**src/soc_consts.svh**
```systemverilog
`ifndef SOC_CONSTS_SVH
`define SOC_CONSTS_SVH

// Bus and hart geometry
`define SOC_NUM_HARTS 2
`define SOC_WB_ADDR_W 16
`define SOC_WB_DATA_W 32
`define SOC_OFFSET_W  12

// Region codes in the top four address bits
`define SOC_REGION_ROM   4'd0
`define SOC_REGION_CLINT 4'd1
`define SOC_REGION_DEBUG 4'd2

// CLINT map, msip one word per hart, mtimecmp low then high per hart
`define SOC_CLINT_MSIP_BASE     12'h000
`define SOC_CLINT_MTIMECMP_BASE 12'h400
`define SOC_CLINT_MTIME         12'hFF8

// Debug request map
`define SOC_DEBUG_HALTREQ      12'h000
`define SOC_DEBUG_WINDOW       12'h004
`define SOC_DEBUG_DELAY_CYCLES 500

`define SOC_ROM_WORDS 16
`define SOC_ROM_TABLE '{ \
  32'hf1402573, 32'h00000597, 32'h03c58593, 32'h00000297, \
  32'h02c28293, 32'h0002a303, 32'h00030067, 32'h10500073, \
  32'hffdff06f, 32'h00000013, 32'h00000013, 32'h00000013, \
  32'h80000000, 32'h00000000, 32'h0b007e57, 32'hd00dfeed  \
}

`endif
```
**src/soc_timer_pkg.sv**
```systemverilog
`include "soc_consts.svh"

package soc_timer_pkg;

  typedef struct packed {
    logic [31:0] hi;
    logic [31:0] lo;
  } mtime_half_t;

  // Counter view for increment and compare, half view for bus access
  typedef union packed {
    logic [63:0] count;
    mtime_half_t half;
  } mtime_u;

  // One bit per hart
  typedef logic [`SOC_NUM_HARTS-1:0] hart_vec_t;

endpackage

```
**src/soc_bus_pkg.sv**
```systemverilog
`include "soc_consts.svh"

package soc_bus_pkg;

  // --------------------------------------------------
  // Data and offset words seen by every target
  // --------------------------------------------------
  typedef logic [`SOC_WB_DATA_W-1:0] word_t;
  typedef logic [`SOC_OFFSET_W-1:0]  offset_t;

  // Decoded target of one access
  typedef enum logic [1:0] {
    REGION_ROM   = 2'd0,
    REGION_CLINT = 2'd1,
    REGION_DEBUG = 2'd2,
    REGION_NONE  = 2'd3
  } region_e;

  // --------------------------------------------------
  // Wishbone address split into region and offset
  // --------------------------------------------------
  typedef struct packed {
    logic [`SOC_WB_ADDR_W-`SOC_OFFSET_W-1:0] region;
    offset_t                                 offset;
  } bus_addr_t;

endpackage

```
**src/periph_bus_if.sv**
```systemverilog
`timescale 1ns/1ps

interface periph_bus_if;

  // One cycle strobe per access
  logic                  req;
  logic                  we;
  soc_bus_pkg::offset_t  offset;
  soc_bus_pkg::word_t    wdata;
  // Combinational from offset
  soc_bus_pkg::word_t    rdata;

  modport controller (
    output req,
    output we,
    output offset,
    output wdata,
    input  rdata
  );

  modport target (
    input  req,
    input  we,
    input  offset,
    input  wdata,
    output rdata
  );

endinterface

```
**src/soc_ctrl_top.sv**
```systemverilog
`timescale 1ns/1ps
`include "soc_consts.svh"

module soc_ctrl_top (
  input  logic                      clk_i,
  input  logic                      ndmreset_n,
  input  logic                      rtc_i,
  // Wishbone classic slave
  input  logic                      wb_cyc_i,
  input  logic                      wb_stb_i,
  input  logic                      wb_we_i,
  input  logic [`SOC_WB_ADDR_W-1:0] wb_adr_i,
  input  logic [`SOC_WB_DATA_W-1:0] wb_dat_i,
  output logic [`SOC_WB_DATA_W-1:0] wb_dat_o,
  output logic                      wb_ack_o,
  output logic                      wb_err_o,
  // Per-hart lines to the cores
  output soc_timer_pkg::hart_vec_t  timer_irq_o,
  output soc_timer_pkg::hart_vec_t  ipi_o,
  output soc_timer_pkg::hart_vec_t  debug_req_o
);

  periph_bus_if rom_bus ();
  periph_bus_if clint_bus ();
  periph_bus_if debug_bus ();

  // --------------------------------------------------
  // Bus slave and region decoder
  // --------------------------------------------------
  wb_region_fsm i_wb_region_fsm (
    .clk_i      ( clk_i      ),
    .ndmreset_n ( ndmreset_n ),
    .wb_cyc_i   ( wb_cyc_i   ),
    .wb_stb_i   ( wb_stb_i   ),
    .wb_we_i    ( wb_we_i    ),
    .wb_adr_i   ( wb_adr_i   ),
    .wb_dat_i   ( wb_dat_i   ),
    .wb_dat_o   ( wb_dat_o   ),
    .wb_ack_o   ( wb_ack_o   ),
    .wb_err_o   ( wb_err_o   ),
    .rom_o      ( rom_bus    ),
    .clint_o    ( clint_bus  ),
    .debug_o    ( debug_bus  )
  );

  // --------------------------------------------------
  // Targets
  // --------------------------------------------------
  boot_rom i_boot_rom (
    .bus_i ( rom_bus )
  );

  clint_timer i_clint_timer (
    .clk_i       ( clk_i       ),
    .ndmreset_n  ( ndmreset_n  ),
    .rtc_i       ( rtc_i       ),
    .bus_i       ( clint_bus   ),
    .timer_irq_o ( timer_irq_o ),
    .ipi_o       ( ipi_o       )
  );

  debug_req_unit i_debug_req_unit (
    .clk_i       ( clk_i       ),
    .ndmreset_n  ( ndmreset_n  ),
    .bus_i       ( debug_bus   ),
    .debug_req_o ( debug_req_o )
  );

endmodule

```
**src/boot_rom.sv**
```systemverilog
`timescale 1ns/1ps
`include "soc_consts.svh"

module boot_rom (
  periph_bus_if.target bus_i
);

  localparam int unsigned IdxW = $clog2(`SOC_ROM_WORDS);

  // --------------------------------------------------
  // Boot word table
  // --------------------------------------------------
  localparam logic [`SOC_WB_DATA_W-1:0] RomTable [`SOC_ROM_WORDS] = `SOC_ROM_TABLE;

  logic [IdxW-1:0] word_idx;
  logic            in_table;

  // Word addressed, low two bits ignored
  assign word_idx = bus_i.offset[2 +: IdxW];
  assign in_table = (bus_i.offset >> (IdxW + 2)) == '0;

  always_comb begin
    if (in_table) begin
      bus_i.rdata = RomTable[word_idx];
    end else begin
      bus_i.rdata = '0;
    end
  end

endmodule

```
**src/debug_req_unit.sv**
```systemverilog
`timescale 1ns/1ps
`include "soc_consts.svh"

module debug_req_unit (
  input  logic                     clk_i,
  input  logic                     ndmreset_n,
  periph_bus_if.target             bus_i,
  output soc_timer_pkg::hart_vec_t debug_req_o
);

  localparam int unsigned CntW = $clog2(`SOC_DEBUG_DELAY_CYCLES + 1);

  logic [CntW-1:0]          delay_cnt_q;
  soc_timer_pkg::hart_vec_t halt_q;
  logic                     window_open;
  logic                     halt_wr;

  // --------------------------------------------------
  // Boot delay window keeps boot code undisturbed
  // --------------------------------------------------
  assign window_open = delay_cnt_q != '0;
  assign halt_wr     = bus_i.req && bus_i.we && (bus_i.offset == `SOC_DEBUG_HALTREQ);

  always_ff @(posedge clk_i or negedge ndmreset_n) begin
    if (!ndmreset_n) begin
      delay_cnt_q <= CntW'(`SOC_DEBUG_DELAY_CYCLES);
      halt_q      <= '0;
    end else begin
      if (window_open) delay_cnt_q <= delay_cnt_q - 1'b1;
      if (halt_wr)     halt_q <= bus_i.wdata[`SOC_NUM_HARTS-1:0];
    end
  end

  always_comb begin
    bus_i.rdata = '0;
    case (bus_i.offset)
      `SOC_DEBUG_HALTREQ: bus_i.rdata[`SOC_NUM_HARTS-1:0] = halt_q;
      `SOC_DEBUG_WINDOW:  bus_i.rdata[0] = window_open;
      default:            bus_i.rdata = '0;
    endcase
  end

  // Requests held back until the window closes
  assign debug_req_o = window_open ? '0 : halt_q;

  // No request reaches a hart sooner than the delay after reset release
  a_no_req_in_window : assert property (@(posedge clk_i) disable iff (!ndmreset_n)
    (debug_req_o != '0) |-> $past(ndmreset_n, `SOC_DEBUG_DELAY_CYCLES));

endmodule

```
**src/clint_timer.sv**
```systemverilog
`timescale 1ns/1ps
`include "soc_consts.svh"

module clint_timer (
  input  logic                     clk_i,
  input  logic                     ndmreset_n,
  input  logic                     rtc_i,
  periph_bus_if.target             bus_i,
  output soc_timer_pkg::hart_vec_t timer_irq_o,
  output soc_timer_pkg::hart_vec_t ipi_o
);

  logic [1:0]                rtc_sync_q;
  logic                      rtc_prev_q;
  logic                      rtc_div_q;
  logic                      rtc_rise;
  logic                      mtime_tick;
  soc_timer_pkg::mtime_u     mtime_q;
  soc_timer_pkg::mtime_u     mtimecmp_q [`SOC_NUM_HARTS];
  soc_timer_pkg::hart_vec_t  msip_q;
  soc_timer_pkg::hart_vec_t  hit_msip;
  soc_timer_pkg::hart_vec_t  hit_cmp_lo;
  soc_timer_pkg::hart_vec_t  hit_cmp_hi;
  logic                      hit_mtime_lo;
  logic                      hit_mtime_hi;
  logic                      wr;
  logic                      mtime_wr;

  // --------------------------------------------------
  // RTC sampling, divide by two
  // --------------------------------------------------
  always_ff @(posedge clk_i or negedge ndmreset_n) begin
    if (!ndmreset_n) begin
      rtc_sync_q <= '0;
      rtc_prev_q <= 1'b0;
      rtc_div_q  <= 1'b0;
    end else begin
      rtc_sync_q <= {rtc_sync_q[0], rtc_i};
      rtc_prev_q <= rtc_sync_q[1];
      if (rtc_rise) rtc_div_q <= ~rtc_div_q;
    end
  end

  assign rtc_rise   = rtc_sync_q[1] & ~rtc_prev_q;
  assign mtime_tick = rtc_rise & rtc_div_q;

  // Register decode
  always_comb begin
    for (int h = 0; h < `SOC_NUM_HARTS; h++) begin
      hit_msip[h]   = bus_i.offset == `SOC_CLINT_MSIP_BASE + 12'(4 * h);
      hit_cmp_lo[h] = bus_i.offset == `SOC_CLINT_MTIMECMP_BASE + 12'(8 * h);
      hit_cmp_hi[h] = bus_i.offset == `SOC_CLINT_MTIMECMP_BASE + 12'(8 * h + 4);
    end
    hit_mtime_lo = bus_i.offset == `SOC_CLINT_MTIME;
    hit_mtime_hi = bus_i.offset == `SOC_CLINT_MTIME + 12'd4;
  end

  always_comb begin
    bus_i.rdata = '0;
    for (int h = 0; h < `SOC_NUM_HARTS; h++) begin
      if (hit_msip[h])   bus_i.rdata[0] = msip_q[h];
      if (hit_cmp_lo[h]) bus_i.rdata = mtimecmp_q[h].half.lo;
      if (hit_cmp_hi[h]) bus_i.rdata = mtimecmp_q[h].half.hi;
    end
    if (hit_mtime_lo) bus_i.rdata = mtime_q.half.lo;
    if (hit_mtime_hi) bus_i.rdata = mtime_q.half.hi;
  end

  assign wr       = bus_i.req && bus_i.we;
  assign mtime_wr = wr && (hit_mtime_lo || hit_mtime_hi);

  // --------------------------------------------------
  // Time, compare and software interrupt registers
  // --------------------------------------------------
  always_ff @(posedge clk_i or negedge ndmreset_n) begin
    if (!ndmreset_n) begin
      mtime_q.count <= '0;
      msip_q        <= '0;
      timer_irq_o   <= '0;
      for (int h = 0; h < `SOC_NUM_HARTS; h++) begin
        mtimecmp_q[h].count <= '1;
      end
    end else begin
      // Bus write wins over the tick
      if (wr && hit_mtime_lo) begin
        mtime_q.half.lo <= bus_i.wdata;
      end else if (wr && hit_mtime_hi) begin
        mtime_q.half.hi <= bus_i.wdata;
      end else if (mtime_tick) begin
        mtime_q.count <= mtime_q.count + 64'd1;
      end
      for (int h = 0; h < `SOC_NUM_HARTS; h++) begin
        if (wr && hit_cmp_lo[h]) mtimecmp_q[h].half.lo <= bus_i.wdata;
        if (wr && hit_cmp_hi[h]) mtimecmp_q[h].half.hi <= bus_i.wdata;
        if (wr && hit_msip[h])   msip_q[h] <= bus_i.wdata[0];
        timer_irq_o[h] <= mtime_q.count >= mtimecmp_q[h].count;
      end
    end
  end

  assign ipi_o = msip_q;

  a_mtime_monotonic : assert property (@(posedge clk_i) disable iff (!ndmreset_n)
    !mtime_wr |=> mtime_q.count >= $past(mtime_q.count));

endmodule

```
**src/wb_region_fsm.sv**
```systemverilog
`timescale 1ns/1ps
`include "soc_consts.svh"

module wb_region_fsm (
  input  logic                      clk_i,
  input  logic                      ndmreset_n,
  input  logic                      wb_cyc_i,
  input  logic                      wb_stb_i,
  input  logic                      wb_we_i,
  input  logic [`SOC_WB_ADDR_W-1:0] wb_adr_i,
  input  logic [`SOC_WB_DATA_W-1:0] wb_dat_i,
  output logic [`SOC_WB_DATA_W-1:0] wb_dat_o,
  output logic                      wb_ack_o,
  output logic                      wb_err_o,
  periph_bus_if.controller          rom_o,
  periph_bus_if.controller          clint_o,
  periph_bus_if.controller          debug_o
);

  typedef enum logic [1:0] {IDLE, ACCESS, RESPOND} state_e;

  state_e                  state_q;
  soc_bus_pkg::bus_addr_t  adr;
  soc_bus_pkg::region_e    region;
  soc_bus_pkg::region_e    region_q;
  soc_bus_pkg::offset_t    offset_q;
  soc_bus_pkg::word_t      wdata_q;
  soc_bus_pkg::word_t      rdata_q;
  soc_bus_pkg::word_t      rdata_sel;
  logic                    we_q;
  logic                    bad_q;
  logic                    start;
  logic                    access;

  assign adr = wb_adr_i;

  // --------------------------------------------------
  // Region decode
  // --------------------------------------------------
  always_comb begin
    case (adr.region)
      `SOC_REGION_ROM:   region = soc_bus_pkg::REGION_ROM;
      `SOC_REGION_CLINT: region = soc_bus_pkg::REGION_CLINT;
      `SOC_REGION_DEBUG: region = soc_bus_pkg::REGION_DEBUG;
      default:           region = soc_bus_pkg::REGION_NONE;
    endcase
  end

  // Strobe is still up during the response cycle, skip it
  assign start  = (state_q == IDLE) && wb_cyc_i && wb_stb_i && !wb_ack_o && !wb_err_o;
  assign access = (state_q == ACCESS) && !bad_q;

  always_ff @(posedge clk_i or negedge ndmreset_n) begin
    if (!ndmreset_n) begin
      state_q  <= IDLE;
      wb_ack_o <= 1'b0;
      wb_err_o <= 1'b0;
    end else begin
      wb_ack_o <= 1'b0;
      wb_err_o <= 1'b0;
      case (state_q)
        IDLE:    if (start) state_q <= ACCESS;
        ACCESS:  state_q <= RESPOND;
        RESPOND: begin
          state_q  <= IDLE;
          wb_ack_o <= !bad_q;
          wb_err_o <= bad_q;
        end
        default: state_q <= IDLE;
      endcase
    end
  end

  always_ff @(posedge clk_i) begin
    if (start) begin
      region_q <= region;
      offset_q <= adr.offset;
      we_q     <= wb_we_i;
      wdata_q  <= wb_dat_i;
      // ROM is read only
      bad_q    <= (region == soc_bus_pkg::REGION_NONE) ||
                  ((region == soc_bus_pkg::REGION_ROM) && wb_we_i);
    end
    if (state_q == ACCESS) begin
      rdata_q <= we_q ? '0 : rdata_sel;
    end
  end

  always_comb begin
    case (region_q)
      soc_bus_pkg::REGION_ROM:   rdata_sel = rom_o.rdata;
      soc_bus_pkg::REGION_CLINT: rdata_sel = clint_o.rdata;
      soc_bus_pkg::REGION_DEBUG: rdata_sel = debug_o.rdata;
      default:                   rdata_sel = '0;
    endcase
  end

  assign wb_dat_o = rdata_q;

  // --------------------------------------------------
  // Target strobes
  // --------------------------------------------------
  assign rom_o.req     = access && (region_q == soc_bus_pkg::REGION_ROM);
  assign rom_o.we      = we_q;
  assign rom_o.offset  = offset_q;
  assign rom_o.wdata   = wdata_q;

  assign clint_o.req    = access && (region_q == soc_bus_pkg::REGION_CLINT);
  assign clint_o.we     = we_q;
  assign clint_o.offset = offset_q;
  assign clint_o.wdata  = wdata_q;

  assign debug_o.req    = access && (region_q == soc_bus_pkg::REGION_DEBUG);
  assign debug_o.we     = we_q;
  assign debug_o.offset = offset_q;
  assign debug_o.wdata  = wdata_q;

  a_one_response : assert property (@(posedge clk_i) disable iff (!ndmreset_n)
    !(wb_ack_o && wb_err_o));

  a_single_cycle_response : assert property (@(posedge clk_i) disable iff (!ndmreset_n)
    (wb_ack_o || wb_err_o) |=> !(wb_ack_o || wb_err_o));

endmodule

```
**config.mk**
```make
export PLATFORM = sky130hd
export DESIGN_NAME = soc_ctrl_top
export DESIGN_NICKNAME = d
export VERILOG_FILES = /design/src/soc_timer_pkg.sv /design/src/soc_bus_pkg.sv /design/src/periph_bus_if.sv /design/src/soc_ctrl_top.sv /design/src/boot_rom.sv /design/src/debug_req_unit.sv /design/src/clint_timer.sv /design/src/wb_region_fsm.sv
export VERILOG_INCLUDE_DIRS = /design/src /design/src/src
export SDC_FILE = /design/constraint.sdc
export NUM_CORES = 1
export LEC_CHECK = 0
export BUFFER_PORTS_ARGS = -buffer_cell sky130_fd_sc_hd__buf_2
export CAP_MARGIN = 20
export CORE_ASPECT_RATIO = 2
export CORE_MARGIN = 3
export CORE_UTILIZATION = 41
export DETAILED_ROUTE_END_ITERATION = 8
export PLACE_DENSITY_LB_ADDON = 0.3
export RECOVER_POWER = 50
export SLEW_MARGIN = 20
export SYNTH_ARGS = -nofsm -noshare
export SYNTH_HDL_FRONTEND = slang
export SYNTH_SLANG_ARGS = --single-unit
```
**constraint.sdc**
```tcl
create_clock -name clk_i -period 5.3 [get_ports clk_i]
set_input_delay 0.53 -clock clk_i [delete_from_list [all_inputs] [get_ports clk_i]]
set_output_delay 0.53 -clock clk_i [all_outputs]
set_load 0.03 [all_outputs]
```
After elaboration in Yosys (flattened, before gate mapping)
Memory sizes are Yosys's and may differ from the RTL's.
Cells that the tools add are included.
Storage, ports and cells
  register bits: 295
  bits in latches: 0
  RAM bits: 0
  memory bits (read-only): 512
  output and inout port bits: 40
  word-level logic and storage cells: 109
  memories kept: 1
Operators by class
  add/sub/neg operators: 2
  $mul: 0
  divide/modulo/power cells: 0
  order comparisons: 3
  equal/unequal tests: 16
  shift operators: 0
  multiplexer cells: 24
  bitwise logic cells: 6
  reduce and logical (&&, ||, !) cells: 34
Memories
  (name not given): depth 16, width 32, read ports 1, clocked after Yosys merged registers in 0, wr ports 0, line boot_rom.sv:24  | bus_i.rdata = RomTable[word_idx];
Operator list (count)
  32-bit 2-to-1 mux: 12
  64-bit greater-or-equal comparator: 2
  32-bit case mux with 3 select lines: 1
  64-bit by 1-bit adder with 64-bit output (second input constant): 1
  64-bit 2-to-1 mux: 1
  12-bit by 11-bit equality test with 1-bit output (second input constant): 4
  12-bit equality test (second input constant): 2
  12-bit zero test: 2
  1-bit logical AND: 19
  12-bit by 3-bit equality test with 1-bit output (second input constant): 1
  9-bit nonzero test: 1
  9-bit by 1-bit subtractor with 9-bit output (second input constant): 1
  2-bit equality test (second input constant): 3
  2-bit zero test: 3
  2-bit case mux with 3 select lines: 1
  5-bit greater-or-equal comparator (second input constant): 1
  1-bit 2-to-1 mux: 5
  4-bit inverter with 5-bit output: 1
  2-bit by 1-bit equality test with 1-bit output (second input constant): 2
  4-bit by 1-bit equality test with 1-bit output (second input constant): 1
  4-bit by 2-bit equality test with 1-bit output (second input constant): 1
  4-bit zero test: 1
  2-bit 2-to-1 mux: 2
  2-bit by 1-bit inequality test with 1-bit output (second input constant): 2
  8 further kinds: 15

Logic depth before layout (Yosys ltp)
Gate-level depths: netlist (run 1).
  depth in word-level cells: 10
  depth in mapped cells: 12

Modules after synthesis
Synthesis (run 1) repeated with hierarchy kept, for this count alone.
Unflattened totals
  cell total of the unflattened synthesis: 1978
  area, all modules: 19611.3 um^2
Modules (own cells, without submodules)
  clint_timer: times used 1, cells an instance 1460, area an instance 13450.4 um^2
  wb_region_fsm: times used 1, cells an instance 342, area an instance 4697.0 um^2
  debug_req_unit: times used 1, cells an instance 80, area an instance 798.3 um^2
  boot_rom: times used 1, cells an instance 96, area an instance 665.6 um^2

Worst setup path before layout (run 1)
No wires, ideal clock.
  path kind: register -> register
  start: reg i_wb_region_fsm.wb_ack_o
  end: reg i_wb_region_fsm.bad_q, enable pin
  library setup time: 0.513 ns
  data arrival time: 3.987 ns
  slack: 0.801 ns
  cell stages (with the launch flop): 4
  buffers on the path: 0
  cell sequence: dfrtp_1 -> nor2_1 -> nand3_1 -> nor3_1
Between the ends
  cells in the longest elaborated chain, start to end: 3
Ends and longest elaborated chain
  start: declaration: line wb_region_fsm.sv:13  | output logic wb_ack_o,
  start signal: assignment: line wb_region_fsm.sv:66  | wb_ack_o <= !bad_q;
  1-bit zero test: line wb_region_fsm.sv:50  | assign start = (state_q == IDLE) && wb_cyc_i && wb_stb_i && !wb_ack_o && !wb_err_o;
  1-bit logical AND (2 in series): line wb_region_fsm.sv:50
  net i_wb_region_fsm.start: line wb_region_fsm.sv:32  | logic start;
  end signal: assignment: line wb_region_fsm.sv:81  | bad_q <= (region == soc_bus_pkg::REGION_NONE) ||
  end: declaration: line wb_region_fsm.sv:31  | logic bad_q;
The timed path passes the listed nets, and every way through them passes these cells.
A chain may end at the register's enable or synchronous reset.

Worst setup path in the final report (run 1)
  start: reg i_wb_region_fsm.offset_q[5] (netlist: i_wb_region_fsm.clint_o.offset[5])
  end: reg i_clint_timer.mtime_q[32] in the netlist's numbering
Between the ends
  cells in the longest elaborated chain, start to end: 4
  elaborated cells between the ends (all ways): 8
Ends and longest elaborated chain
  start: declaration: line wb_region_fsm.sv:26  | soc_bus_pkg::offset_t offset_q;
  start signal: assignment: line wb_region_fsm.sv:77  | offset_q <= adr.offset;
  12-bit equality test, on equally long branches
  1-bit logical AND, on equally long branches: line clint_timer.sv:87, clint_timer.sv:85
  2-bit nonzero test (no source line) or 1-bit inverter (tied branches)
  2-bit AND reduction (no source line)
  end: declaration: line clint_timer.sv:18  | soc_timer_pkg::mtime_u mtime_q;
Parallel ways exist; a longest one is shown, timed or not.

==> metrics.txt, run 1 <==
# TYPE chip_impl_metric gauge
chip_impl_metric{name="initialDrtViolationCount",unit=""} 1032
chip_impl_metric{name="clock-skew-final",unit="ns"} 0.0473
chip_impl_metric{name="floorplan.die.width",unit="µm"} 152
chip_impl_metric{name="postRouteAntennaNets",unit=""} 0
chip_impl_metric{name="synth_fp_nets",unit=""} 1906
chip_impl_metric{name="drc",unit=""} 0
chip_impl_metric{name="synth_seq_cells",unit=""} 295
chip_impl_metric{name="number_of_levels_in_the_clock_h_tree",unit=""} 1
chip_impl_metric{name="vias_in_the_first_global_route",unit=""} 14800
chip_impl_metric{name="finalMaxSlewViolations",unit=""} 136
chip_impl_metric{name="fin_hold_ws",unit="ns"} 0.0749
chip_impl_metric{name="placementRows",unit=""} 106
chip_impl_info{name="hold_class",value="input pin to register"} 1
chip_impl_metric{name="finalCoreUtilization",unit=""} 0.467
chip_impl_info{name="failing_checks",value="max-capacitance violations, max-slew violations"} 1
chip_impl_metric{name="post_cts_buffers",unit=""} 0
chip_impl_metric{name="num_io_pins",unit=""} 94
chip_impl_metric{name="cts-hold-fix-buffers",unit=""} 0
chip_impl_metric{name="hold_violations",unit=""} 0
chip_impl_metric{name="post_placement_worst_setup_slack",unit="ns"} 1.54
chip_impl_info{name="synth_flop_cell",value="sky130_fd_sc_hd__dfstp_2"} 1
chip_impl_metric{name="post_cts.resized_instances",unit=""} 0
chip_impl_metric{name="tritoncts_num_sinks",unit=""} 295
chip_impl_metric{name="total_leakage_power",unit="nW"} 7.95
chip_impl_metric{name="final_nets",unit=""} 1967
chip_impl_info{name="timing.critical_path.from_type",value="register"} 1
chip_impl_metric{name="critical_path_arrival",unit="ns"} 4.33
chip_impl_metric{name="synth_xor_xnor_area_share",unit=""} 0.0184
chip_impl_metric{name="final_cell_area",unit="µm²"} 19600
chip_impl_metric{name="report.final.setup_viol",unit=""} 0
chip_impl_metric{name="drv_cap",unit=""} 2
chip_impl_metric{name="post_synth.cell_area_avg",unit="µm²"} 10.3
chip_impl_metric{name="async_flop_share",unit=""} 0.729
chip_impl_metric{name="yosys.area_share.adder",unit=""} 0.0967
chip_impl_info{name="cts-root-buf",value="sky130_fd_sc_hd__clkbuf_16"} 1
chip_impl_metric{name="grt_remaining_overflow",unit=""} 0
chip_impl_metric{name="synth_area",unit="µm²"} 17600
chip_impl_metric{name="max_frequency",unit="GHz"} 0.257
chip_impl_metric{name="clock_buffer_depth",unit=""} 3
chip_impl_metric{name="post_dp_cell_area",unit="µm²"} 18700
chip_impl_info{name="cts_tree",value="done"} 1
chip_impl_metric{name="grt_antenna_before_repair",unit=""} 0
chip_impl_metric{name="slack_of_the_worst_reg_to_reg_path",unit="ns"} 1.41
chip_impl_metric{name="synth_enable_flop_cells",unit=""} 80
chip_impl_metric{name="yosys-mux-area-fraction",unit=""} 0.0885
chip_impl_metric{name="totalWireLength",unit="mm"} 58.7
chip_impl_metric{name="sequential_fraction_of_the_synthesis_area",unit=""} 0.452
chip_impl_metric{name="clk-insertion-delay-late",unit="ns"} 0.59
chip_impl_metric{name="setup_total_negative_slack",unit="ns"} 0
chip_impl_metric{name="pwr_density_cell",unit="nW/µm²"} 258
chip_impl_metric{name="cts_inserted_buffers",unit=""} 29
chip_impl_info{name="rsz_0062_raised_after_global_routing",value="no"} 1
chip_impl_info{name="worst_setup_end_kind",value="register"} 1
chip_impl_metric{name="dr_total_vias",unit=""} 14400
chip_impl_metric{name="compound_gate_portion_of_the_synthesized_area",unit=""} 0.177
chip_impl_metric{name="slew_headroom",unit=""} -0.796
chip_impl_metric{name="irDropWorstVdd",unit="mV"} 0.206
chip_impl_info{name="run_status",value="complete, but fails checks"} 1
chip_impl_metric{name="die_height",unit="µm"} 299
chip_impl_metric{name="floorplan.initialDensity",unit=""} 0.419
chip_impl_metric{name="numPortBuffers",unit=""} 93
chip_impl_metric{name="final.period_utilization",unit=""} 0.733
chip_impl_metric{name="fraction_of_final_layout_cells_sized_beyond_drive_strength_1",unit=""} 0.246
chip_impl_metric{name="fp.dieArea",unit="µm²"} 45600
chip_impl_metric{name="worst-slew-pin-transition",unit="ns"} 2.69
chip_impl_metric{name="synth-warning-count",unit=""} 0
chip_impl_metric{name="path_max_fanout",unit=""} 27
chip_impl_metric{name="cp_data_required_time",unit="ns"} 5.74
chip_impl_metric{name="drt-wirelength-per-cell",unit="µm"} 25.1
chip_impl_metric{name="yosys.area_share.simple",unit=""} 0.114
chip_impl_metric{name="min_period",unit="ns"} 3.89
chip_impl_metric{name="drt_first_pass_iters",unit=""} 5
chip_impl_metric{name="vias_per_cell",unit=""} 6.13
chip_impl_metric{name="netlist_instances",unit=""} 1716
chip_impl_metric{name="gp_congestion",unit=""} 0.935
chip_impl_info{name="criticalPathCategory",value="register to register"} 1
chip_impl_metric{name="setup_ws",unit="ns"} 1.41
chip_impl_metric{name="fp.coreArea",unit="µm²"} 42000
chip_impl_metric{name="largest_net_degree_at_the_start_of_global_routing",unit=""} 114
chip_impl_metric{name="grt_first_pass_wirelength",unit="mm"} 89.1
chip_impl_metric{name="hpwl_reported_at_the_end_of_detailed_placement",unit="mm"} 42.9
chip_impl_info{name="main_combinational_cell_family_by_area_after_synthesis",value="compound AO/OA/AOI/OAI gates"} 1
chip_impl_metric{name="distinct_cell_type_count_after_synthesis",unit=""} 73
chip_impl_metric{name="area.growth.synth_to_final",unit="%"} 11.6
chip_impl_metric{name="clk_pin_slew_worst_paths",unit="ns"} 0.07
chip_impl_metric{name="grt_util_all_layers",unit=""} 0.252
logic make-up after synthesis:
kind of cell | after synthesis
compound gates | 480
simple gates | 384
flops | 295
buf+inv | 245
mux | 139
fa+ha+maj | 136
xor+xnor | 37
registers in the layout (all words and copies together) (netlist names), 2 cells and up:
signal	cells
i_clint_timer.ipi_o	2
i_clint_timer.mtime_q	64
i_clint_timer.mtimecmp_q	128
i_clint_timer.rtc_sync_q	2
i_clint_timer.timer_irq_o	2
i_debug_req_unit.delay_cnt_q	9
i_debug_req_unit.halt_q	2
i_wb_region_fsm.clint_o.offset	12
i_wb_region_fsm.clint_o.wdata	32
i_wb_region_fsm.region_q	2
i_wb_region_fsm.state_q	2
i_wb_region_fsm.wb_dat_o	32
cells in the mapped netlist, types with 7 or more instances:
library cell                count  area, µm²
sky130_fd_sc_hd__a2111oi_0      8       70.1
sky130_fd_sc_hd__a211oi_1      38        285
sky130_fd_sc_hd__a21o_1        21        158
sky130_fd_sc_hd__a21oi_1      140        701
sky130_fd_sc_hd__a221oi_1      33        289
sky130_fd_sc_hd__a22oi_1        7       52.6
sky130_fd_sc_hd__a2bb2oi_1     18        158
sky130_fd_sc_hd__and2_1         9       56.3
sky130_fd_sc_hd__and3_1        17        106
sky130_fd_sc_hd__and4_1         8       70.1
sky130_fd_sc_hd__buf_1         28        105
sky130_fd_sc_hd__buf_2         10       50.1
sky130_fd_sc_hd__clkbuf_1      54        203
sky130_fd_sc_hd__dfrtp_1       81       2030
sky130_fd_sc_hd__dfstp_2      134       3520
sky130_fd_sc_hd__edfxtp_1      80       2400
sky130_fd_sc_hd__ha_1         136       1700
sky130_fd_sc_hd__inv_1        150        563
sky130_fd_sc_hd__mux2_1         8       90.1
sky130_fd_sc_hd__mux2_2       124       1400
sky130_fd_sc_hd__mux2i_1        7       70.1
sky130_fd_sc_hd__nand2_1       78        293
sky130_fd_sc_hd__nand3_1       44        220
sky130_fd_sc_hd__nand4_1       47        294
sky130_fd_sc_hd__nor2_1       103        387
sky130_fd_sc_hd__nor2b_1        8       50.1
sky130_fd_sc_hd__nor3_1        19       95.1
sky130_fd_sc_hd__nor4_1        11       68.8
sky130_fd_sc_hd__o211ai_1      17        128
sky130_fd_sc_hd__o21a_1        10       75.1
sky130_fd_sc_hd__o21ai_0       89        445
sky130_fd_sc_hd__o21bai_1      12       90.1
sky130_fd_sc_hd__o22ai_1       34        213
sky130_fd_sc_hd__o31ai_1        7       52.6
sky130_fd_sc_hd__or3_1          7       43.8
sky130_fd_sc_hd__xnor2_1       21        184
sky130_fd_sc_hd__xor2_1        16        140
layout by cell type, fill, tap and decap left out, types with 9 or more instances in the layout:
cell	instances
sky130_fd_sc_hd__buf_2	77
sky130_fd_sc_hd__dfstp_2	134
sky130_fd_sc_hd__nand3_1	44
sky130_fd_sc_hd__o21bai_1	12
sky130_fd_sc_hd__buf_4	29
sky130_fd_sc_hd__a221oi_1	33
sky130_fd_sc_hd__and3_1	17
sky130_fd_sc_hd__xor2_1	16
sky130_fd_sc_hd__nand4_1	47
sky130_fd_sc_hd__nor2_1	103
sky130_fd_sc_hd__o21ai_0	89
sky130_fd_sc_hd__nor3_1	16
sky130_fd_sc_hd__nand2_1	76
sky130_fd_sc_hd__dfrtp_1	81
sky130_fd_sc_hd__inv_1	150
sky130_fd_sc_hd__o22ai_1	34
sky130_fd_sc_hd__nor4_1	10
sky130_fd_sc_hd__a211oi_1	38
sky130_fd_sc_hd__clkbuf_16	29
sky130_fd_sc_hd__o211ai_1	17
sky130_fd_sc_hd__and2_1	9
sky130_fd_sc_hd__clkbuf_1	21
sky130_fd_sc_hd__o21a_1	10
sky130_fd_sc_hd__xnor2_1	21
sky130_fd_sc_hd__a2bb2oi_1	18
sky130_fd_sc_hd__a21o_1	21
sky130_fd_sc_hd__ha_1	134
sky130_fd_sc_hd__mux2_2	124
sky130_fd_sc_hd__edfxtp_1	80
sky130_fd_sc_hd__a21oi_1	140
area by class of cell:
class / instances / area (µm²)
fill: 3986 / 22400
clock buffer: 35 / 758
clock inverter: 19 / 219
timing repair buffer: 124 / 688
inverter: 151 / 567
multi-input combinational: 1176 / 8770
tap: 540 / 676
sequential: 295 / 7950
antenna: 1 / 2.50
per-layer routing:
layer | track usage | wire [µm] | vias up
met1 | 0.275 | 21200 | 7067
met2 | 0.459 | 29800 | 601
li1 | - | - | 6496
met4 | 0.161 | 4500 | 0
met5 | 0 | 0 | -
met3 | 0.0285 | 3230 | 194
report_power, final:
part           total, mW  internal [mW]  switching, mW
combinational      0.415          0.134          0.280
clock               2.17           1.22          0.945
sequential          2.49           2.40         0.0891
metrics by stage:
step / std cells / total power, mW
after global routing: 2340 / 5.25
after CTS: 2340 / 5.11
after floorplan: 1716 / 2.72
after global placement: 2286 / 2.93
after detailed placement: 2286 / 2.94
final: 2341 / 5.07
final timing paths:
path	startpoint	endpoint	cells past startpoint
worst max-delay path	i_wb_region_fsm.clint_o.offset[5]	i_clint_timer.mtime_q[32]	6
worst min-delay path	rtc_i	i_clint_timer.rtc_sync_q[0]	1
worst max register to register	i_wb_region_fsm.clint_o.offset[5]	i_clint_timer.mtime_q[32]	6
worst min register to register	i_clint_timer.rtc_sync_q[0]	i_clint_timer.rtc_sync_q[1]	0
max in group asynchronous	ndmreset_n	i_debug_req_unit.delay_cnt_q[0]	2
min in group asynchronous	ndmreset_n	i_clint_timer.mtime_q[51]	1
critical path, cell delays in order (launching register included):
cell and delay [ns]:
sky130_fd_sc_hd__edfxtp_1 0.96, sky130_fd_sc_hd__nand2_1 0.41, sky130_fd_sc_hd__nor4_1 0.42, sky130_fd_sc_hd__and2_1 0.54, sky130_fd_sc_hd__nand2_1 0.66, sky130_fd_sc_hd__o21ai_0 0.62
sky130_fd_sc_hd__a21oi_1 0.13
Note: power is estimated with default switching activity, not from simulation.
==> run 2, diff against run 1 <==
==> constraint.sdc (replaced) <==
create_clock -name clk_i -period 3.2 [get_ports clk_i]
set_input_delay 0.32 -clock clk_i [delete_from_list [all_inputs] [get_ports clk_i]]
set_output_delay 0.32 -clock clk_i [all_outputs]
set_load 0.03 [all_outputs]
==> run 2 against run 1 <==
Via count rose by 1.9%. Largest cell class unchanged. Clock-buffer cell count rose by 2. Routed wire length rose by 4.4%. Highest routed layer unchanged. Flip-flop and latch count did not move. Global-route usage rose by 1.1 points. The run still ends with max-capacitance violations, max-slew violations left. Sequential share of layout area fell by 1.9 points. Largest power group unchanged.
==> metrics.txt, run 2 (synthesized netlist as in run 1, its figures left out) <==
# TYPE chip_impl_metric gauge
chip_impl_info{name="failing_checks",value="max-capacitance violations, max-slew violations"} 1
chip_impl_info{name="cts-root-buf",value="sky130_fd_sc_hd__clkbuf_16"} 1
chip_impl_metric{name="hpwl_reported_at_the_end_of_detailed_placement",unit="mm"} 44.9
chip_impl_info{name="criticalPathCategory",value="register to register"} 1
chip_impl_metric{name="clock-skew-final",unit="ns"} 0.0233
chip_impl_metric{name="post_cts_buffers",unit=""} 0
chip_impl_metric{name="gp_congestion",unit=""} 0.928
chip_impl_metric{name="total_leakage_power",unit="nW"} 8.44
chip_impl_metric{name="finalCoreUtilization",unit=""} 0.491
chip_impl_metric{name="pwr_density_cell",unit="nW/µm²"} 416
chip_impl_metric{name="path_max_fanout",unit=""} 12
chip_impl_metric{name="seqPwrFrac",unit=""} 0.478
chip_impl_metric{name="drt_first_pass_iters",unit=""} 6
chip_impl_metric{name="irDropWorstVdd",unit="mV"} 0.379
chip_impl_metric{name="grt_antenna_before_repair",unit=""} 0
chip_impl_metric{name="area.growth.synth_to_final",unit="%"} 17.2
chip_impl_info{name="largest_registers",value="i_clint_timer.mtimecmp_q: 128 flops, i_clint_timer.mtime_q: 64 flops"} 1
chip_impl_metric{name="net-switching-power",unit="mW"} 2.26
chip_impl_metric{name="max_frequency",unit="GHz"} 0.334
chip_impl_metric{name="fp.dieArea",unit="µm²"} 45600
chip_impl_metric{name="hold_violations",unit=""} 0
chip_impl_metric{name="drc",unit=""} 0
chip_impl_metric{name="cp_data_required_time",unit="ns"} 3.70
chip_impl_metric{name="worst-slew-pin-transition",unit="ns"} 2.20
chip_impl_metric{name="critical_path_arrival",unit="ns"} 3.49
chip_impl_metric{name="finalPower",unit="mW"} 8.57
chip_impl_metric{name="dr_total_vias",unit=""} 14600
chip_impl_metric{name="critical_path.n_buffers_inverters",unit=""} 2
chip_impl_metric{name="critical-path-max-stage-delay",unit="ns"} 0.76
chip_impl_metric{name="setup_total_negative_slack",unit="ns"} 0
chip_impl_info{name="layout.cells.most_common",value="sky130_fd_sc_hd__inv_1"} 1
chip_impl_metric{name="floorplan.initialDensity",unit=""} 0.419
chip_impl_metric{name="fraction_of_final_layout_cells_sized_beyond_drive_strength_1",unit=""} 0.262
chip_impl_metric{name="largest_net_degree_at_the_start_of_global_routing",unit=""} 84
chip_impl_info{name="run_status",value="complete, but fails checks"} 1
chip_impl_info{name="regMostFlops",value="i_clint_timer.mtimecmp_q"} 1
chip_impl_metric{name="drt-wirelength-per-cell",unit="µm"} 25.0
chip_impl_metric{name="vias_in_the_first_global_route",unit=""} 15100
chip_impl_metric{name="postRouteAntennaNets",unit=""} 0
chip_impl_metric{name="met2_usage",unit=""} 0.482
chip_impl_metric{name="clock_buffer_depth",unit=""} 3
chip_impl_metric{name="clk_pin_slew_worst_paths",unit="ns"} 0.07
chip_impl_metric{name="gr-usage-met3",unit=""} 0.0330
chip_impl_info{name="timing.critical_path.from_type",value="register"} 1
chip_impl_metric{name="antennaDiodeCount",unit=""} 0
chip_impl_metric{name="sequential_cell_area",unit="µm²"} 7950
chip_impl_metric{name="number_of_levels_in_the_clock_h_tree",unit=""} 1
chip_impl_metric{name="final_nets",unit=""} 2073
chip_impl_metric{name="slack_of_the_worst_reg_to_reg_path",unit="ns"} 0.21
chip_impl_metric{name="grt_first_pass_wirelength",unit="mm"} 92.7
chip_impl_metric{name="post_placement_worst_setup_slack",unit="ns"} 0.291
chip_impl_info{name="mostFrequentLayoutCells",value="150 x sky130_fd_sc_hd__inv_1, 140 x sky130_fd_sc_hd__a21oi_1, 134 x sky130_fd_sc_hd__ha_1, 134 x sky130_fd_sc_hd__dfstp_2, 124 x sky130_fd_sc_hd__mux2_2"} 1
chip_impl_metric{name="report.final.setup_viol",unit=""} 0
chip_impl_metric{name="setup_ws",unit="ns"} 0.210
chip_impl_info{name="busiest_metal_layer_after_global_routing",value="met2"} 1
chip_impl_metric{name="grt_remaining_overflow",unit=""} 0
chip_impl_metric{name="clockPowerShare",unit=""} 0.426
chip_impl_metric{name="clk-insertion-delay-late",unit="ns"} 0.59
chip_impl_metric{name="power_switching_share",unit=""} 0.263
chip_impl_metric{name="tritoncts_num_sinks",unit=""} 295
chip_impl_metric{name="finalMaxSlewViolations",unit=""} 116
chip_impl_info{name="rsz_0062_raised_after_global_routing",value="no"} 1
chip_impl_metric{name="grt_use_met1",unit=""} 0.291
chip_impl_metric{name="die_height",unit="µm"} 299
chip_impl_metric{name="vias_per_cell",unit=""} 5.98
chip_impl_info{name="cts_tree",value="done"} 1
chip_impl_info{name="critical_path.top_delay_family",value="simple AND/OR/NAND/NOR gates"} 1
chip_impl_info{name="hold_class",value="input pin to register"} 1
chip_impl_info{name="crit_chain",value="ha_2, clkinv_1, or4_1, nor2_2, o21ai_2, buf_4, o21ba_2, a21oi_1"} 1
chip_impl_info{name="worst_path_max_delay_cell",value="sky130_fd_sc_hd__or4_1"} 1
chip_impl_metric{name="numPortBuffers",unit=""} 93
chip_impl_metric{name="slew_headroom",unit=""} -0.466
chip_impl_metric{name="fillers",unit=""} 3916
chip_impl_metric{name="post_cts.resized_instances",unit=""} 0
chip_impl_info{name="worst_setup_end_kind",value="register"} 1
chip_impl_metric{name="grt_util_all_layers",unit=""} 0.262
chip_impl_metric{name="cts-hold-fix-buffers",unit=""} 47
chip_impl_metric{name="placementRows",unit=""} 106
chip_impl_metric{name="num_io_pins",unit=""} 94
chip_impl_metric{name="multiInputGateArea",unit="µm²"} 8760
chip_impl_metric{name="floorplan.die.width",unit="µm"} 152
chip_impl_metric{name="cts_inserted_buffers",unit=""} 30
chip_impl_metric{name="drv_cap",unit=""} 2
chip_impl_metric{name="part_of_the_total_power_dissipated_in_combinational_logic",unit=""} 0.096
chip_impl_metric{name="totalWireLength",unit="mm"} 61.3
chip_impl_metric{name="min_period",unit="ns"} 2.99
chip_impl_metric{name="cell_internal_pwr",unit="mW"} 6.32
chip_impl_metric{name="initialDrtViolationCount",unit=""} 1128
chip_impl_metric{name="final.period_utilization",unit=""} 0.934
chip_impl_metric{name="fp.coreArea",unit="µm²"} 42000
chip_impl_metric{name="fin_hold_ws",unit="ns"} 0.0325
chip_impl_metric{name="largest_register_ffs",unit=""} 128
[run 2: path summary, 6_finish.rpt]
kind                                                      to  cells after the start                              start
worst min-delay path                   i_wb_region_fsm.bad_q                      3                       wb_adr_i[14]
worst max register to register     i_clint_timer.mtime_q[40]                      8  i_wb_region_fsm.clint_o.offset[2]
max in group asynchronous           i_clint_timer.mtime_q[2]                      3                         ndmreset_n
min in group asynchronous       i_clint_timer.timer_irq_o[0]                      2                         ndmreset_n
worst min register to register   i_clint_timer.rtc_sync_q[1]                      0        i_clint_timer.rtc_sync_q[0]
worst max-delay path               i_clint_timer.mtime_q[40]                      8  i_wb_region_fsm.clint_o.offset[2]
[run 2: final cells by class]
type	instances	area share
timing repair buffer	229	0.0803
tap	540	0.0328
multi-input combinational	1176	0.425
sequential	295	0.385
clock inverter	19	0.00825
clock buffer	37	0.0407
inverter	151	0.0275
[run 2: worst reg2reg max path: stages (launching register included)]
cell and delay [ns]:
sky130_fd_sc_hd__edfxtp_1 0.53, sky130_fd_sc_hd__ha_2 0.28, sky130_fd_sc_hd__clkinv_1 0.23, sky130_fd_sc_hd__or4_1 0.76, sky130_fd_sc_hd__nor2_2 0.30, sky130_fd_sc_hd__o21ai_2 0.23, sky130_fd_sc_hd__buf_4 0.24, sky130_fd_sc_hd__o21ba_2 0.22
sky130_fd_sc_hd__a21oi_1 0.13
[run 2: stage by stage]
step / cell area [µm²] / std cells
floorplan: 17600 / 1716
global placement: 19200 / 2344
detailed placement: 19200 / 2344
CTS: 20700 / 2447
global route: 20600 / 2447
finish: 20600 / 2447
[run 2: metal layers]
layer  vias to the layer above  part of all wire
met1                      7170              0.36
met3                       174             0.058
met2                       589              0.52
met5                         -                 0
li1                       6699                 -
met4                         0             0.066
[run 2: power groups by stage]
stage          combinational (mW)  clock, mW  sequential [mW]
5_1_grt                     0.888       3.89             4.10
2_1_floorplan               0.365          0             4.14
4_1_cts                     0.825       3.74             4.09
6_report                    0.824       3.65             4.09
3_3_place_gp                0.762          0             4.16
3_5_place_dp                0.777          0             4.16
